==> config.mk <==
export PLATFORM = sky130hd
export DESIGN_NAME = spi_slave
export DESIGN_NICKNAME = d
export VERILOG_FILES = /design/src/common/spi_slave_pkg.sv /design/src/hw/spi_slave.sv /design/src/spi/spi_slave_io.sv /design/src/spi/spi_slave_regs.sv
export SDC_FILE = /design/constraint.sdc
export NUM_CORES = 1
export LEC_CHECK = 0
export BUFFER_PORTS_ARGS = -buffer_cell sky130_fd_sc_hd__buf_4
export CAP_MARGIN = 20
export CORE_MARGIN = 2
export CORE_UTILIZATION = 60
export CTS_CLUSTER_DIAMETER = 80
export DETAILED_ROUTE_END_ITERATION = 8
export MAX_ROUTING_LAYER = met4
export PLACE_DENSITY = 0.85
export SETUP_SLACK_MARGIN = 0.4
export SLEW_MARGIN = 20
export SYNTH_ARGS = -nofsm -noshare
export SYNTH_HDL_FRONTEND = slang
export SYNTH_HIERARCHICAL = 1
export SYNTH_SLANG_ARGS = --single-unit
==> constraint.sdc <==
create_clock -name clk -period 2.95 [get_ports clk]
set_input_delay 0.59 -clock clk [delete_from_list [all_inputs] [get_ports clk]]
set_output_delay 0.59 -clock clk [all_outputs]
set_load 0.005 [all_outputs]
==> src/common/spi_slave_pkg.sv <==
/* spi slave shared definitions
   map layout, core packet format, config and command bytes */
package spi_slave_pkg;

   //##################################################
   // sizes
   //##################################################
   localparam int unsigned AW = 32;            // core address width
   localparam int unsigned PW = 2 * AW + 40;   // emesh packet width, 104
   localparam int unsigned NREGS = 64;         // full spi map

   //##################################################
   // register map
   //##################################################
   localparam int unsigned ADDR_CONFIG = 0;    // mode and enables
   localparam int unsigned ADDR_STATUS = 1;    // bit 0 = core data ready
   // 2 to 7 reserved, read as zero
   localparam int unsigned CORE_BASE = 8;      // 8 capture bytes, read only
   localparam int unsigned USER_BASE = 16;     // 48 user bytes up to 63

   //##################################################
   // core write-back packet
   //##################################################
   // msb first, same order as on the emesh side
   typedef struct packed
   {
      logic          write;      // write transaction
      logic [1:0]    datamode;   // access size
      logic [4:0]    ctrlmode;   // routing and control hints
      logic [AW-1:0] dstaddr;    // destination address
      logic [AW-1:0] srcaddr;    // source or upper data word
      logic [AW-1:0] data;       // lower data word
   } emesh_packet_t;

   // config byte, bit 0 is spi_en
   typedef struct packed
   {
      logic spare;      // bit 7, unused
      logic emode;      // epiphany auto mode, only passed out
      logic user_en;    // user space writable
      logic lsbfirst;   // bit order on the wire
      logic cpha;       // clock phase
      logic cpol;       // idle level of sclk
      logic irq_en;     // interrupt enable
      logic spi_en;     // status and user writes allowed
   } spi_cfg_t;

   // first byte of every transaction
   typedef struct packed
   {
      logic       read;    // 1 = read burst, 0 = write burst
      logic       spare;   // ignored
      logic [5:0] addr;    // start address
   } spi_cmd_t;

   // write request from the io block
   typedef struct packed
   {
      logic       wr_en;   // one cycle strobe
      logic [5:0] addr;    // target byte
      logic [7:0] data;    // value to write
   } reg_wr_t;

endpackage

==> src/hw/spi_slave.sv <==
`timescale 1ns/1ps
/* spi slave configuration port
   pin side io block plus 64 byte register map, single clock */
module spi_slave
(
   input  logic                          clk,
   input  logic                          nreset,
   // spi pins
   input  logic                          sclk,
   input  logic                          ss_n,
   input  logic                          mosi,
   output logic                          miso,
   output logic                          miso_oe,    // drive miso only when selected
   // core side
   input  logic                          access_in,
   input  spi_slave_pkg::emesh_packet_t  packet_in,
   output logic                          irq,
   output spi_slave_pkg::spi_cfg_t       cfg
);

   spi_slave_pkg::reg_wr_t reg_wr;   // io to map write
   logic [5:0] rd_addr;
   logic [7:0] rd_data;

   //##################################################
   // pin side
   //##################################################
   spi_slave_io u_io
   (
      .clk     (clk),
      .nreset  (nreset),
      .sclk    (sclk),
      .ss_n    (ss_n),
      .mosi    (mosi),
      .cfg     (cfg),
      .rd_data (rd_data),
      .miso    (miso),
      .miso_oe (miso_oe),
      .reg_wr  (reg_wr),
      .rd_addr (rd_addr)
   );

   //##################################################
   // register map
   //##################################################
   spi_slave_regs u_regs
   (
      .clk       (clk),
      .nreset    (nreset),
      .reg_wr    (reg_wr),
      .rd_addr   (rd_addr),
      .access_in (access_in),
      .packet_in (packet_in),
      .rd_data   (rd_data),
      .cfg       (cfg),
      .irq       (irq)
   );

endmodule

==> src/spi/spi_slave_io.sv <==
`timescale 1ns/1ps
/* spi slave pin side, oversampled in the core clock
   shifts command and data bytes, drives writes, reads and miso */
module spi_slave_io
(
   input  logic                     clk,
   input  logic                     nreset,
   input  logic                     sclk,      // spi clock pin
   input  logic                     ss_n,      // slave select, low active
   input  logic                     mosi,
   input  spi_slave_pkg::spi_cfg_t  cfg,       // live config level
   input  logic [7:0]               rd_data,   // map byte at rd_addr
   output logic                     miso,
   output logic                     miso_oe,
   output spi_slave_pkg::reg_wr_t   reg_wr,
   output logic [5:0]               rd_addr
);

   logic [1:0] sclk_sync;        // two flop synchronizers
   logic [1:0] ss_sync;
   logic [1:0] mosi_sync;
   logic       sclk_q;           // delayed copies for edge detect
   logic       ss_q;
   logic       active;
   logic       ss_fall;
   logic       sclk_rise;
   logic       sclk_fall;
   logic       lead_edge;
   logic       trail_edge;
   logic       sample_edge;
   logic       shift_edge;
   logic       byte_done;
   logic       cpol_q;           // mode held for one transaction
   logic       cpha_q;
   logic       lsb_q;
   logic [2:0] bit_cnt;
   logic       data_phase;       // command byte already taken
   logic       read_q;
   logic [5:0] addr_q;
   logic [7:0] rx_shift;
   logic [7:0] rx_byte;
   logic [7:0] tx_shift;
   logic       wr_en_q;
   logic [5:0] wr_addr_q;
   logic [7:0] wr_data_q;
   spi_slave_pkg::spi_cmd_t cmd;

   //##################################################
   // pin sync and edge detect
   //##################################################
   always_ff @(posedge clk or negedge nreset)
      if (!nreset)
      begin
         sclk_sync <= 2'b00;
         ss_sync   <= 2'b11;   // deselected
         mosi_sync <= 2'b00;
         sclk_q    <= 1'b0;
         ss_q      <= 1'b1;
      end
      else
      begin
         sclk_sync <= {sclk_sync[0], sclk};
         ss_sync   <= {ss_sync[0], ss_n};
         mosi_sync <= {mosi_sync[0], mosi};
         sclk_q    <= sclk_sync[1];
         ss_q      <= ss_sync[1];
      end

   assign active    = ~ss_sync[1];
   assign ss_fall   = ss_q & ~ss_sync[1];   // start of transaction
   assign sclk_rise = sclk_sync[1] & ~sclk_q;
   assign sclk_fall = ~sclk_sync[1] & sclk_q;

   // leading edge leaves the cpol idle level
   assign lead_edge   = cpol_q ? sclk_fall : sclk_rise;
   assign trail_edge  = cpol_q ? sclk_rise : sclk_fall;
   assign sample_edge = active & (cpha_q ? trail_edge : lead_edge);
   assign shift_edge  = active & (cpha_q ? lead_edge : trail_edge);

   // mode taken at ss_n fall, so config writes apply next transaction
   always_ff @(posedge clk or negedge nreset)
      if (!nreset)
      begin
         cpol_q <= 1'b0;
         cpha_q <= 1'b0;
         lsb_q  <= 1'b0;
      end
      else if (ss_fall)
      begin
         cpol_q <= cfg.cpol;
         cpha_q <= cfg.cpha;
         lsb_q  <= cfg.lsbfirst;
      end

   //##################################################
   // receive side
   //##################################################
   // byte including the bit sampled this cycle
   assign rx_byte = lsb_q ? {mosi_sync[1], rx_shift[7:1]} : {rx_shift[6:0], mosi_sync[1]};
   assign cmd       = rx_byte;
   assign byte_done = sample_edge & (bit_cnt == 3'd7);

   always_ff @(posedge clk)
      if (sample_edge)
         rx_shift <= rx_byte;

   always_ff @(posedge clk or negedge nreset)
      if (!nreset)
      begin
         bit_cnt    <= 3'd0;
         data_phase <= 1'b0;
         read_q     <= 1'b0;
         addr_q     <= 6'd0;
      end
      else if (!active)
      begin
         bit_cnt    <= 3'd0;   // ss_n high ends the burst
         data_phase <= 1'b0;
      end
      else if (sample_edge)
      begin
         bit_cnt <= bit_cnt + 3'd1;   // wraps per byte
         if (byte_done && !data_phase)
         begin
            data_phase <= 1'b1;
            read_q     <= cmd.read;
            addr_q     <= cmd.addr;
         end
         else if (byte_done && !read_q)
            addr_q <= addr_q + 6'd1;  // next write byte, wraps at 63
      end
      else if (shift_edge && bit_cnt == 3'd0 && data_phase && read_q)
         addr_q <= addr_q + 6'd1;     // byte just loaded for miso

   //##################################################
   // write strobe
   //##################################################
   always_ff @(posedge clk or negedge nreset)
      if (!nreset)
         wr_en_q <= 1'b0;
      else
         wr_en_q <= byte_done & data_phase & ~read_q;

   always_ff @(posedge clk)
      if (byte_done)
      begin
         wr_addr_q <= addr_q;
         wr_data_q <= rx_byte;
      end

   assign reg_wr = '{wr_en: wr_en_q, addr: wr_addr_q, data: wr_data_q};

   //##################################################
   // miso serializer
   //##################################################
   // bit_cnt of zero on a shift edge marks the byte boundary
   always_ff @(posedge clk or negedge nreset)
      if (!nreset)
         tx_shift <= 8'h00;
      else if (ss_fall)
         tx_shift <= 8'h00;           // zeros during command byte
      else if (shift_edge)
      begin
         if (bit_cnt == 3'd0)
            tx_shift <= (data_phase && read_q) ? rd_data : 8'h00;
         else if (lsb_q)
            tx_shift <= {1'b0, tx_shift[7:1]};
         else
            tx_shift <= {tx_shift[6:0], 1'b0};
      end

   assign miso    = lsb_q ? tx_shift[0] : tx_shift[7];
   assign miso_oe = active;
   assign rd_addr = addr_q;

endmodule

==> src/spi/spi_slave_regs.sv <==
`timescale 1ns/1ps
/* spi slave register map
   config, status, core write-back capture and user bytes with read mux */
module spi_slave_regs
(
   input  logic                          clk,
   input  logic                          nreset,
   input  spi_slave_pkg::reg_wr_t        reg_wr,      // write from io block
   input  logic [5:0]                    rd_addr,
   input  logic                          access_in,   // core write-back strobe
   input  spi_slave_pkg::emesh_packet_t  packet_in,
   output logic [7:0]                    rd_data,
   output spi_slave_pkg::spi_cfg_t       cfg,
   output logic                          irq
);

   localparam int unsigned NUSER = spi_slave_pkg::NREGS - spi_slave_pkg::USER_BASE;

   spi_slave_pkg::spi_cfg_t cfg_q;
   logic [7:0]  status_q;
   logic [63:0] core_q;                  // {srcaddr, data}
   logic [7:0]  user_q [NUSER];
   logic        cfg_wr;
   logic        status_wr;
   logic        user_wr;
   logic        is_user_wr;
   logic        is_user_rd;
   logic        is_core_rd;
   logic [5:0]  wr_user_idx;
   logic [5:0]  rd_user_idx;

   //##################################################
   // write decode and gating
   //##################################################
   assign cfg_wr    = reg_wr.wr_en &
                      (reg_wr.addr == 6'(spi_slave_pkg::ADDR_CONFIG));  // always open
   assign status_wr = reg_wr.wr_en & cfg_q.spi_en &
                      (reg_wr.addr == 6'(spi_slave_pkg::ADDR_STATUS));
   assign is_user_wr = reg_wr.addr >= 6'(spi_slave_pkg::USER_BASE);
   assign user_wr   = reg_wr.wr_en & is_user_wr & cfg_q.spi_en & cfg_q.user_en;
   // 2 to 15 fall through, nothing written there

   assign wr_user_idx = reg_wr.addr - 6'(spi_slave_pkg::USER_BASE);
   assign rd_user_idx = rd_addr - 6'(spi_slave_pkg::USER_BASE);

   //##################################################
   // config
   //##################################################
   always_ff @(posedge clk or negedge nreset)
      if (!nreset)
         cfg_q <= '0;
      else if (cfg_wr)
         cfg_q <= reg_wr.data;

   assign cfg = cfg_q;

   //##################################################
   // status
   //##################################################
   // bit 0 sticks until an spi write replaces it
   always_ff @(posedge clk or negedge nreset)
      if (!nreset)
         status_q <= 8'h00;
      else if (status_wr)
         status_q <= reg_wr.data | {7'd0, access_in};  // new packet wins a tie
      else if (access_in)
         status_q[0] <= 1'b1;                          // data ready

   assign irq = cfg_q.irq_en & status_q[0];

   //##################################################
   // core capture and user space
   //##################################################
   always_ff @(posedge clk)
      if (access_in)
         core_q <= {packet_in.srcaddr, packet_in.data};   // later packets overwrite

   always_ff @(posedge clk)
      if (user_wr)
         user_q[wr_user_idx] <= reg_wr.data;

   //##################################################
   // read mux
   //##################################################
   assign is_user_rd = rd_addr >= 6'(spi_slave_pkg::USER_BASE);
   assign is_core_rd = ~is_user_rd & (rd_addr >= 6'(spi_slave_pkg::CORE_BASE));

   always_comb
   begin
      rd_data = 8'h00;                  // reserved 2 to 7
      if (is_user_rd)
         rd_data = user_q[rd_user_idx];
      else if (is_core_rd)
         rd_data = core_q[{rd_addr[2:0], 3'b000} +: 8];   // byte 8 = data[7:0]
      else if (rd_addr == 6'(spi_slave_pkg::ADDR_CONFIG))
         rd_data = cfg_q;
      else if (rd_addr == 6'(spi_slave_pkg::ADDR_STATUS))
         rd_data = status_q;
   end

endmodule

==> summary.txt, run 1 <==
die height - 189 um
first-pass GRT wire length - 76.3 mm
worst slew pin tran - 1230 ps
sequential fraction of the synthesis area - 74.3%
HPWL after detailed placement - 28.4 mm
main flop type after synthesis - edfxtp_1
CTS Buf Count - 51
Routed Wire Length - 52.9 mm
Worst VDD drop - 0.000495 V
worst reg2reg path depth - 10
clk_skew - 19.0 ps
maximum clock path buffer count - 3
Die X - 189 um
initial core utilization - 61.1%
final worst slack - 169 ps
R2R Path End - u_io/tx_shift[0]$_DFFE_PN0P_
CP startpoint kind - register
most frequent cell after synthesis - edfxtp_1
Final Hold Violating Endpoints - 0
Worst Hold Class - input port to asynchronous set/reset pin
worst-skew pair later-pin latency - 600 ps
Row Count - 67
CP bufs+invs - 3
crit end category - register
slowest stage delay, CP - 570 ps
root buffer cell - clkbuf_16
Initial DRC Count - 1478
cell taking the most area after synthesis - edfxtp_1
ANT cells - 0
RSZ-0062 raised after global routing - true
syn avg cell area - 19.4 um^2
Seq cells post-synth - 517
Psw - 0.00282 W
Highest Clock Rate - 360 MHz
design area - 0.0247 mm^2
proportion of layout cells with a drive suffix above 1 - 37.2%
PwrDens - 586 mW/mm^2
DR WL/cell - 30.4 um
routed via count - 11700
Port Buffers - 80
share of flip-flops with an asynchronous set or reset - 9.09%
leading post-synthesis cells by instance count - edfxtp_1, mux4_2, nor2_1, mux2i_1, dfrtp_1
vias in the first global route - 12000
Placed Area - 0.0223 mm^2
Die Area - 0.0358 mm^2
critical-path cell list - buf_12 -> buf_16 -> mux4_2 -> mux2i_2 -> nor2_1 -> a311oi_1 -> buf_4 -> o221ai_2 -> a21oi_1 -> a211oi_1
Mapped Cells - 1059
P_int - 0.0116 W
CP max-delay cell - mux4_2
IO Pins - 121
R2R Setup Slk - 170 ps
post-synthesis cell type count - 54
Setup Viol. Count Final - 0
max-cap violations - 0
setup_tns - 0 ps
Flop pwr share - 55.6%
worst-path fanout max - 10
largest net degree at the start of global routing - 66
post-synthesis cell area - 0.0206 mm^2
crit path DAT - 3180 ps
Synth Warn # - 6
nets@finish - 1375
drt pass-1 iters - 6
worst setup path class - register to register
H-tree depth - 2
total track usage - 30.4%
number of flops mapped to enable cells by yosys - 470
CTS sink count - 517
Min Clock Period, post-route - 2780 ps
Vias/cell - 6.74
clock power share - 42.9%
outcome - finished clean
ranking of synthesized cells by area - edfxtp_1, mux4_2, dfrtp_1
DRC - 0
Comb pwr share - 1.4%
pre-CTS WS - 175 ps
Top delay family on crit path - multiplexers
Area growth syn-to-layout - 19.7%
Req. time, crit path - 3350 ps
slew margin rel. - 17.9%
Reg-to-Reg Start - u_io/rd_addr[0]$_DFFE_PN0P_
Worst-path clk slew - 60 ps
core box area - 0.0337 mm^2
GR Overflow Total - 0
top cell type's share of synthesized area - 68.5%
GP Congestion - 0.901
Hold Buf Count CTS - 0
Max Slew Vio Count - 0
Mapped Nets - 1174
ANT nets after route - 0
worst hold slack - 8.07 ps
initial antenna violation count - 0
Final Cycle Share - 94.3%
switching share of power - 19.5%
Static Leak - 8.19 nW
CTS tree - built
registers in the layout, indices dropped and copies added (netlist names), 2 cells and up:
register,count
u_io/ss_sync,2
u_io/bit_cnt,3
u_io/rx_shift,8
u_regs/user_q,384
u_io/wr_data_q,8
u_io/sclk_sync,2
u_regs/status_q,8
u_io/rd_addr,6
u_regs/core_q,64
u_io/mosi_sync,2
u_io/tx_shift,8
u_io/wr_addr_q,6
u_regs/cfg,8
area by class of cell:
type,count,area [um^2]
clock inverters,17,184
multi-input cells,474,5260
flip-flops and latches,517,15300
inverters,13,48.8
well taps,448,561
clock buffers,72,1390
repair buffers,203,1910
fillers,1768,9050
logic make-up after synthesis:
| kind of cell | Yosys count | share of synthesized area, % |
|---|---|---|
| flops | 517 | 74.3 |
| mux | 200 | 16.0 |
| simple gates | 157 | 3.74 |
| compound gates | 110 | 3.79 |
| buf+inv | 68 | 1.82 |
| fa+ha+maj | 5 | 0.304 |
| xor+xnor | 2 | 0.122 |
metal layers:
layer  part of all wire, %  routed length [um]  vias up  track usage, %
met5                     0                   0        -               -
met4                   6.1                3200        0            17.0
met3                    11                5700      205            6.14
met2                    49               26000      876            47.8
met1                    34               18100     5960            37.4
li1                      -                   -     4708               -
layout by cell type, fill, tap and decap left out, drive strengths merged, types with 13 or more instances in the layout:
cell type	instances
o21ai	20
edfxtp	470
a221oi	14
a22oi	13
mux2	40
inv	13
clkbuf	73
nand2	20
a21oi	14
mux4	97
buf	201
mux2i	63
nor2	86
dfrtp	44
power groups by stage:
stage	clock, W	sequential [W]	combinational, W
6_report	0.00620	0.00804	0.000209
3_3_place_gp	0	0.00818	0.000185
2_1_floorplan	0	0.00817	0.0000734
5_1_grt	0.00655	0.00804	0.000224
4_1_cts	0.00625	0.00804	0.000201
3_5_place_dp	0	0.00819	0.000193
worst register-to-register path, cell delays in order (launching register included):
cell and delay (ps):
dfrtp_4 490, buf_12 180, buf_16 180, mux4_2 580, mux2i_2 230, nor2_1 60, a311oi_1 250, buf_4 190
o221ai_2 120, a21oi_1 200, a211oi_1 100
what timing repair did:
item / 4_1_cts / 5_1_grt
endpoints found under the setup margin: 9 / 13
setup buffers: 11 / 9
cloned: 6 / 1
endpoints found under the hold margin: 0 / 0
resized for setup: 49 / 41
pin swaps: 14 / 11
stage by stage:
stage          utilization, %  power (W)  std cells
3_3_place_gp             66.0    0.00837       1628
3_5_place_dp             66.0    0.00838       1628
2_1_floorplan               -    0.00824       1059
5_1_grt                  73.2     0.0148       1744
4_1_cts                  72.2     0.0145       1734
6_report                 73.2     0.0145       1744
worst max path at each step:
stage	slack (ps)	endpoint	cells after the start	start
floorplan	660	u_io/tx_shift[0]$_DFFE_PN0P_	9	u_io/rd_addr[4]$_DFFE_PN0P_
global placement	280	u_io/tx_shift[5]$_DFFE_PN0P_	7	u_io/rd_addr[1]$_DFFE_PN0P_
detailed placement	180	u_io/tx_shift[0]$_DFFE_PN0P_	7	u_io/rd_addr[1]$_DFFE_PN0P_
CTS	330	u_io/tx_shift[4]$_DFFE_PN0P_	10	u_io/rd_addr[0]$_DFFE_PN0P_
global route	170	u_io/tx_shift[0]$_DFFE_PN0P_	10	u_io/rd_addr[0]$_DFFE_PN0P_
finish	170	u_io/tx_shift[0]$_DFFE_PN0P_	10	u_io/rd_addr[0]$_DFFE_PN0P_
Power figures use the tool's default switching activity.
==> inputs of run 2 (changes only) <==
--- a/config.mk
+++ b/config.mk
@@ -5,14 +5,15 @@
 export SDC_FILE = /design/constraint.sdc
 export NUM_CORES = 1
 export LEC_CHECK = 0
+export ABC_AREA = 1
 export BUFFER_PORTS_ARGS = -buffer_cell sky130_fd_sc_hd__buf_4
 export CAP_MARGIN = 20
 export CORE_MARGIN = 2
-export CORE_UTILIZATION = 60
+export CORE_UTILIZATION = 61
 export CTS_CLUSTER_DIAMETER = 80
 export DETAILED_ROUTE_END_ITERATION = 8
 export MAX_ROUTING_LAYER = met4
-export PLACE_DENSITY = 0.85
+export PLACE_DENSITY = 0.86
 export SETUP_SLACK_MARGIN = 0.4
 export SLEW_MARGIN = 20
 export SYNTH_ARGS = -nofsm -noshare
==> summary.txt, run 2 <==
most common cell after layout, fill and taps aside - nand2_1
Top delay family on crit path - simple AND/OR/NAND/NOR gates
outcome - finished clean
worst setup path class - register to register
die height - 194 um (+2.7%)
design area - 0.0254 mm^2 (+2.8%)
initial core utilization - 62.0% (+0.91 points)
CTS tree - built
largest net degree at the start of global routing - 103 (+56%)
CP bufs+invs - 2 (-1)
CTS Buf Count - 51 (unchanged)
RSZ-0062 raised after global routing - true
setup_tns - 0 ps (unchanged)
worst-path fanout max - 8 (-2)
critical-path cell list - inv_1 -> a2111oi_4 -> nand2_1 -> nor2_1 -> buf_4
vias in the first global route - 15700 (+31%)
proportion of layout cells with a drive suffix above 1 - 12.3% (-25 points)
R2R Setup Slk - 390 ps (+220 ps)
syn avg cell area - 10.5 um^2 (-46%)
routed via count - 16200 (+38%)
core box area - 0.0357 mm^2 (+5.8%)
Mapped Cells - 2106 (+99%)
slew margin rel. - 21.2% (+3.2 points)
clk_skew - 14.8 ps (-4.21 ps)
ANT nets after route - 0 (unchanged)
Mapped Nets - 2221 (+89%)
DRC - 0 (unchanged)
post-synthesis cell area - 0.0221 mm^2 (+7.4%)
worst-skew pair later-pin latency - 580 ps (-20 ps)
Seq cells post-synth - 517 (unchanged)
PwrDens - 574 mW/mm^2 (-2.0%)
Biggest register - u_regs/user_q
top cell type's share of synthesized area - 63.8% (-4.7 points)
Worst Hold Class - input port to asynchronous set/reset pin
Static Leak - 10.3 nW (+25%)
nets@finish - 2355 (+71%)
Reg-to-Reg Start - u_io/wr_addr_q[5]$_DFFE_PN_
IO Pins - 121 (unchanged)
Row Count - 69 (+3.0%)
Worst VDD drop - 0.000570 V (+15%)
ANT cells - 0 (unchanged)
Flop pwr share - 55.4% (-0.2 points)
main flop type after synthesis - edfxtp_1
crit end category - register
Routed Wire Length - 55.6 mm (+5.0%)
biggest regs - u_regs/user_q (384), u_regs/core_q (64)
CTS sink count - 517 (unchanged)
Req. time, crit path - 3230 ps (-120 ps)
most frequent cells in the layout - nand2_1, edfxtp_1, inv_1
Max Slew Vio Count - 0 (unchanged)
slowest stage delay, CP - 610 ps (+40 ps)
first-pass GRT wire length - 83.3 mm (+9.2%)
R2R Path End - u_regs/user_q[8][5]$_DFFE_PP_
worst reg2reg path depth - 5 (-5)
root buffer cell - clkbuf_16
crit path DAT - 2840 ps (-340 ps)
post-synthesis cell type count - 37 (-31%)
Worst-path clk slew - 60 ps (about the same)
P_int - 0.0117 W (+0.48%)
switching share of power - 19.7% (+0.22 points)
Psw - 0.00287 W (+1.9%)
CP startpoint kind - register
number of flops mapped to enable cells by yosys - 470 (unchanged)
Comb pwr share - 1.9% (+0.5 points)
Highest Clock Rate - 390 MHz (+8.5%)
GR Overflow Total - 0 (unchanged)
Setup Viol. Count Final - 0 (unchanged)
total track usage - 29.4% (-1.0 points)
drt pass-1 iters - 6 (unchanged)
share of flip-flops with an asynchronous set or reset - 9.09% (unchanged)
worst slew pin tran - 1180 ps (-46.1 ps)
DR WL/cell - 20.3 um (-33%)
GP Congestion - 0.974 (+8.1%)
Area growth syn-to-layout - 14.7%
most frequent cell after synthesis - nand2_1
Final Cycle Share - 86.9% (-7.4 points)
leading post-synthesis cells by instance count - nand2_1, edfxtp_1, inv_1, nand3_1, nor2_1
Die Area - 0.0378 mm^2 (+5.5%)
Initial DRC Count - 2321 (+57%)
max-cap violations - 0 (unchanged)
Die X - 194 um (+2.7%)
Final Hold Violating Endpoints - 0 (unchanged)
max FFs per register - 384 (unchanged)
cell taking the most area after synthesis - edfxtp_1
initial antenna violation count - 0 (unchanged)
HPWL after detailed placement - 33.2 mm (+17%)
ranking of synthesized cells by area - edfxtp_1, nand2_1, dfrtp_1
Synth Warn # - 6 (unchanged)
clock power share - 42.7% (-0.2 points)
Vias/cell - 5.92 (-12%)
Min Clock Period, post-route - 2560 ps (-217 ps)
Placed Area - 0.0236 mm^2 (+6.1%)
Port Buffers - 80 (unchanged)
sequential fraction of the synthesis area - 69.2% (-5.1 points)
H-tree depth - 2 (unchanged)
maximum clock path buffer count - 3 (unchanged)
CP max-delay cell - a2111oi_4
[run 2: cell types whose count changed in the layout (fill, tap and decap cells not counted), sizes merged, moves of 31 or more]
cell   change
mux4      -97
nand4     +35
nor2      +76
a21oi     +48
inv      +234
nand3    +175
buf       -31
mux2i     -63
nand2    +681
o21ai     +53
mux2      -40
[run 2: cell type report]
class / instances / area [um^2]
repair buffers: 173 / 1490
clock inverters: 19 / 148
fillers: 2194 / 10300
inverters: 250 / 947
clock buffers: 71 / 1440
flip-flops and latches: 517 / 15300
well taps: 461 / 577
multi-input cells: 1247 / 5450
[run 2: logic make-up after synthesis]
| group | synth area share (%) |
|---|---|
| buffers and inverters | 6.26 |
| DFF | 69.2 |
| and+or+nand+nor | 20.4 |
| adders and majority gates | 0.283 |
| xor gates and xnor gates | 0.158 |
| AOI/OAI and AO/OA | 3.75 |
[run 2: power by group through the flow]
stage / Sequential [W] / Clock (W) / Combinational, W
finish: 0.00806 / 0.00621 / 0.000283
global route: 0.00807 / 0.00653 / 0.000316
CTS: 0.00806 / 0.00623 / 0.000279
detailed placement: 0.00821 / 0 / 0.000278
global placement: 0.00821 / 0 / 0.000268
floorplan: 0.00819 / 0 / 0.000147
[run 2: worst max-delay path by stage]
stage / slack, ps / start / endpoint / cells after the start
2_1_floorplan: 780 / u_io/rd_addr[4]$_DFFE_PN0P_ / u_io/tx_shift[1]$_DFFE_PN0P_ / 11
3_3_place_gp: 540 / u_io/rd_addr[0]$_DFFE_PN0P_ / u_io/tx_shift[3]$_DFFE_PN0P_ / 15
3_5_place_dp: 410 / u_io/rd_addr[2]$_DFFE_PN0P_ / u_io/tx_shift[5]$_DFFE_PN0P_ / 12
4_1_cts: 420 / u_io/wr_addr_q[5]$_DFFE_PN_ / u_regs/user_q[31][2]$_DFFE_PP_ / 5
5_1_grt: 350 / u_io/rd_addr[0]$_DFFE_PN0P_ / u_io/tx_shift[4]$_DFFE_PN0P_ / 14
6_report: 390 / u_io/wr_addr_q[5]$_DFFE_PN_ / u_regs/user_q[8][5]$_DFFE_PP_ / 5
[run 2: what timing repair did]
item                       in CTS  in global routing
pin swaps                       0                  2
setup endpoints to repair       2                151
gates cloned                    0                  2
hold buffers                    0                  0
buffers inserted                0                  4
resized for setup               1                 14
[run 2: stage by stage]
stage | power (W) | utilization (%) | hold WS (ps) | worst slack, ps | instances
2_1_floorplan | 0.00834 | - | 294 | 782 | 2106
3_3_place_gp | 0.00847 | 66.2 | 337 | 540 | 2641
3_5_place_dp | 0.00849 | 66.2 | 341 | 410 | 2641
4_1_cts | 0.0146 | 70.7 | 33.6 | 419 | 2731
5_1_grt | 0.0149 | 71.1 | 59.2 | 351 | 2738
6_report | 0.0146 | 71.1 | 22.8 | 386 | 2738
[run 2: layer usage]
metal	GRT usage (%)	vias to the layer above	part of all wire, %
met1	35.9	7615	36
met2	47.5	1132	48
met5	-	-	0
met4	14.9	0	5.4
li1	-	7226	-
met3	5.22	241	11
==> inputs of run 3 (changes only) <==
--- a/config.mk
+++ b/config.mk
@@ -10,6 +10,7 @@
 export CAP_MARGIN = 20
 export CORE_MARGIN = 2
 export CORE_UTILIZATION = 61
+export CTS_BUF_LIST = sky130_fd_sc_hd__clkbuf_8 sky130_fd_sc_hd__clkbuf_16
 export CTS_CLUSTER_DIAMETER = 80
 export DETAILED_ROUTE_END_ITERATION = 8
 export MAX_ROUTING_LAYER = met4
@@ -18,5 +19,4 @@
 export SLEW_MARGIN = 20
 export SYNTH_ARGS = -nofsm -noshare
 export SYNTH_HDL_FRONTEND = slang
-export SYNTH_HIERARCHICAL = 1
 export SYNTH_SLANG_ARGS = --single-unit
==> summary.txt, run 3 <==
top cell type's share of synthesized area - 63.2% (-0.65 points)
max-cap violations - 0 (unchanged)
Static Leak - 10.4 nW (+0.97%)
Routed Wire Length - 52.2 mm (-6.2%)
grt met1 use - 36.1% (+0.14 points)
maximum clock path buffer count - 3 (unchanged)
share of flip-flops with an asynchronous set or reset - 9.09% (unchanged)
Power Total - 0.0140 W (-3.9%)
most frequent cell after synthesis - nand2_1
critical-path cell list - nand3_1 -> nor2_1 -> nand3_1 -> nor2_1
biggest regs - u_regs.user_q (384), u_regs.core_q (64)
CTS sink count - 517 (unchanged)
ANT nets after route - 0 (unchanged)
vias in the first global route - 15600 (-1.0%)
Worst Hold Class - input port to asynchronous set/reset pin
drt pass-1 iters - 6 (unchanged)
sequential fraction of the synthesis area - 68.5% (-0.71 points)
crit end category - register
Req. time, crit path - 3150 ps (-80 ps)
routed via count - 15800 (-2.6%)
Setup Viol. Count Final - 0 (unchanged)
CP max-delay cell - nor2_1
Final Cycle Share - 85.6% (-1.3 points)
Synth Warn # - 0 (-6)
CP bufs+invs - 0 (-2)
worst-path fanout max - 8 (unchanged)
Min Clock Period, post-route - 2530 ps (-37.2 ps)
syn avg cell area - 10.3 um^2 (-1.5%)
Area growth syn-to-layout - 12.0%
leading post-synthesis cells by instance count - nand2_1, edfxtp_1, inv_1, nor2_1, nand3_1
clk_skew - 13.5 ps (-1.23 ps)
Top delay family on crit path - simple AND/OR/NAND/NOR gates
met3 GRT Util - 4.46% (-0.77 points)
Worst VDD drop - 0.000564 V (-1.1%)
initial core utilization - 61.5% (-0.55 points)
Highest Clock Rate - 396 MHz (+1.5%)
crit path DAT - 2720 ps (-120 ps)
H-tree depth - 2 (unchanged)
total track usage - 28.4% (-1.0 points)
Die X - 195 um (+0.50%)
Worst-path clk slew - 60 ps (about the same)
ranking of synthesized cells by area - edfxtp_1, nand2_1, dfrtp_1
worst slew pin tran - 922 ps (-261 ps)
RSZ-0062 raised after global routing - true
gr busiest metal - met2
CTS tree - built
max FFs per register - 384 (unchanged)
most frequent cells in the layout - nand2_1, edfxtp_1, inv_1
proportion of layout cells with a drive suffix above 1 - 9.80% (-2.5 points)
initial antenna violation count - 1 (+1)
post-synthesis cell area - 0.0223 mm^2 (+1.0%)
pre-CTS WS - 514 ps (+103 ps)
IO Pins - 121 (unchanged)
nets@finish - 2364 (+0.38%)
worst-skew pair later-pin latency - 580 ps (about the same)
Final Hold Violating Endpoints - 0 (unchanged)
DRC - 0 (unchanged)
DR WL/cell - 18.9 um (-6.7%)
Mapped Cells - 2160 (+2.6%)
HPWL after detailed placement - 31.5 mm (-5.2%)
root buffer cell - clkbuf_16
CP startpoint kind - register
die height - 195 um (+0.50%)
most common cell after layout, fill and taps aside - nand2_1
largest net degree at the start of global routing - 137 (+33%)
Die Area - 0.0382 mm^2 (+1.0%)
Seq cells post-synth - 517 (unchanged)
Initial DRC Count - 2313 (-0.34%)
Port Buffers - 80 (unchanged)
number of flops mapped to enable cells by yosys - 470 (unchanged)
setup_tns - 0 ps (unchanged)
slew margin rel. - 38.2% (+17 points)
cell taking the most area after synthesis - edfxtp_1
GP Congestion - 0.897 (-8.0%)
grt met2 use - 45.9% (-1.6 points)
GR Overflow Total - 0 (unchanged)
PwrDens - 559 mW/mm^2 (-2.7%)
Biggest register - u_regs.user_q
Max Slew Vio Count - 0 (unchanged)
main flop type after synthesis - edfxtp_1
Row Count - 70 (+1.4%)
post-synthesis cell type count - 32 (-14%)
slowest stage delay, CP - 790 ps (+180 ps)
worst setup path class - register to register
core box area - 0.0363 mm^2 (+1.9%)
Vias/cell - 5.73 (-3.2%)
outcome - finished clean
final worst slack - 423 ps (+37.2 ps)
Mapped Nets - 2277 (+2.5%)
Setup Fix Bufs, Post-CTS - 0 (unchanged)
first-pass GRT wire length - 81.3 mm (-2.4%)
CTS Buf Count - 49 (-3.9%)
-- run 3: cell types whose count changed after synthesis, sizes merged, moves of 10 or more --
cell    before  now
a21oi       62   52
buf         64   78
clkbuf      28   15
inv        246  286
nand2      701  637
nand4       35    3
nor2       162  223
o211ai       4   17
o21ai       73  108
-- run 3: per-stage QoR --
step                      instances  util, %  hold WS [ps]  area, um^2
final                          2754     68.9          22.7       25000
after global routing           2754     68.9          66.9       25000
after CTS                      2752     68.7          32.6       25000
after detailed placement       2663     64.6           337       23500
after global placement         2663     64.6           337       23500
after floorplan                2160        -           294       22300
-- run 3: kinds of logic (layout without fill, tap and decap cells) --
family	after synthesis	count (layout)	synth area share (%)
AOI/OAI and AO/OA	183	183	4.36
xor gates and xnor gates	4	4	0.157
adders and majority gates	7	7	0.392
buffers and inverters	379	504	7.21
DFF	517	517	68.5
muxes	1	1	0.0448
other	0	1	0
and+or+nand+nor	1069	1069	19.4
-- run 3: final timing paths --
path	cells after the start	endpoint	startpoint	slack [ps]
max reg2reg	4	u_regs.user_q[39][4]$_DFFE_PP_	u_regs.cfg[5]$_DFFE_PN0P_	420
min	1	u_io.tx_shift[7]$_DFFE_PN0P_	nreset	20
min reg2reg	0	u_io.mosi_sync[1]$_DFF_PN0_	u_io.mosi_sync[0]$_DFF_PN0_	350
max	4	u_regs.user_q[39][4]$_DFFE_PP_	u_regs.cfg[5]$_DFFE_PN0P_	420
max in group asynchronous	1	u_io.rd_addr[1]$_DFFE_PN0P_	nreset	2480
min in group clk	1	u_io.mosi_sync[0]$_DFF_PN0_	mosi	120
-- run 3: worst register-to-register path, delay by kind of cell (launching register included) --
family | cells | cell delay, ps
simple gates | 4 | 1710
flops | 1 | 450
-- run 3: layer usage --
metal | part of all wire (%) | up-vias | wire [um]
met5 | 0 | - | 0
met4 | 4.3 | 0 | 2240
met3 | 10 | 179 | 5350
met2 | 49 | 1024 | 25400
met1 | 37 | 7340 | 19200
li1 | - | 7243 | -
-- run 3: report_power, final --
group | switching [W] | leakage, nW | internal [W]
clock network | 0.00262 | 0.754 | 0.00319
registers | 0.0000272 | 4.91 | 0.00799
logic | 0.0000831 | 4.69 | 0.0000768
-- run 3: area by class of cell --
type                       instances  area, um^2
antenna                            1        2.50
timing repair buffer             129        1130
inverter                         286        1090
sequential                       517       15300
multi-input combinational       1264        5460
clock inverter                    38         190
tap                              468         586
fill                            2326       11300
clock buffer                      51        1280
-- run 3: what timing repair did --
item	4_1_cts	5_1_grt
endpoints found under the setup margin	1	65
pin swaps	0	0
gates resized for setup	1	14
cloned	0	1
hold buffers	0	0
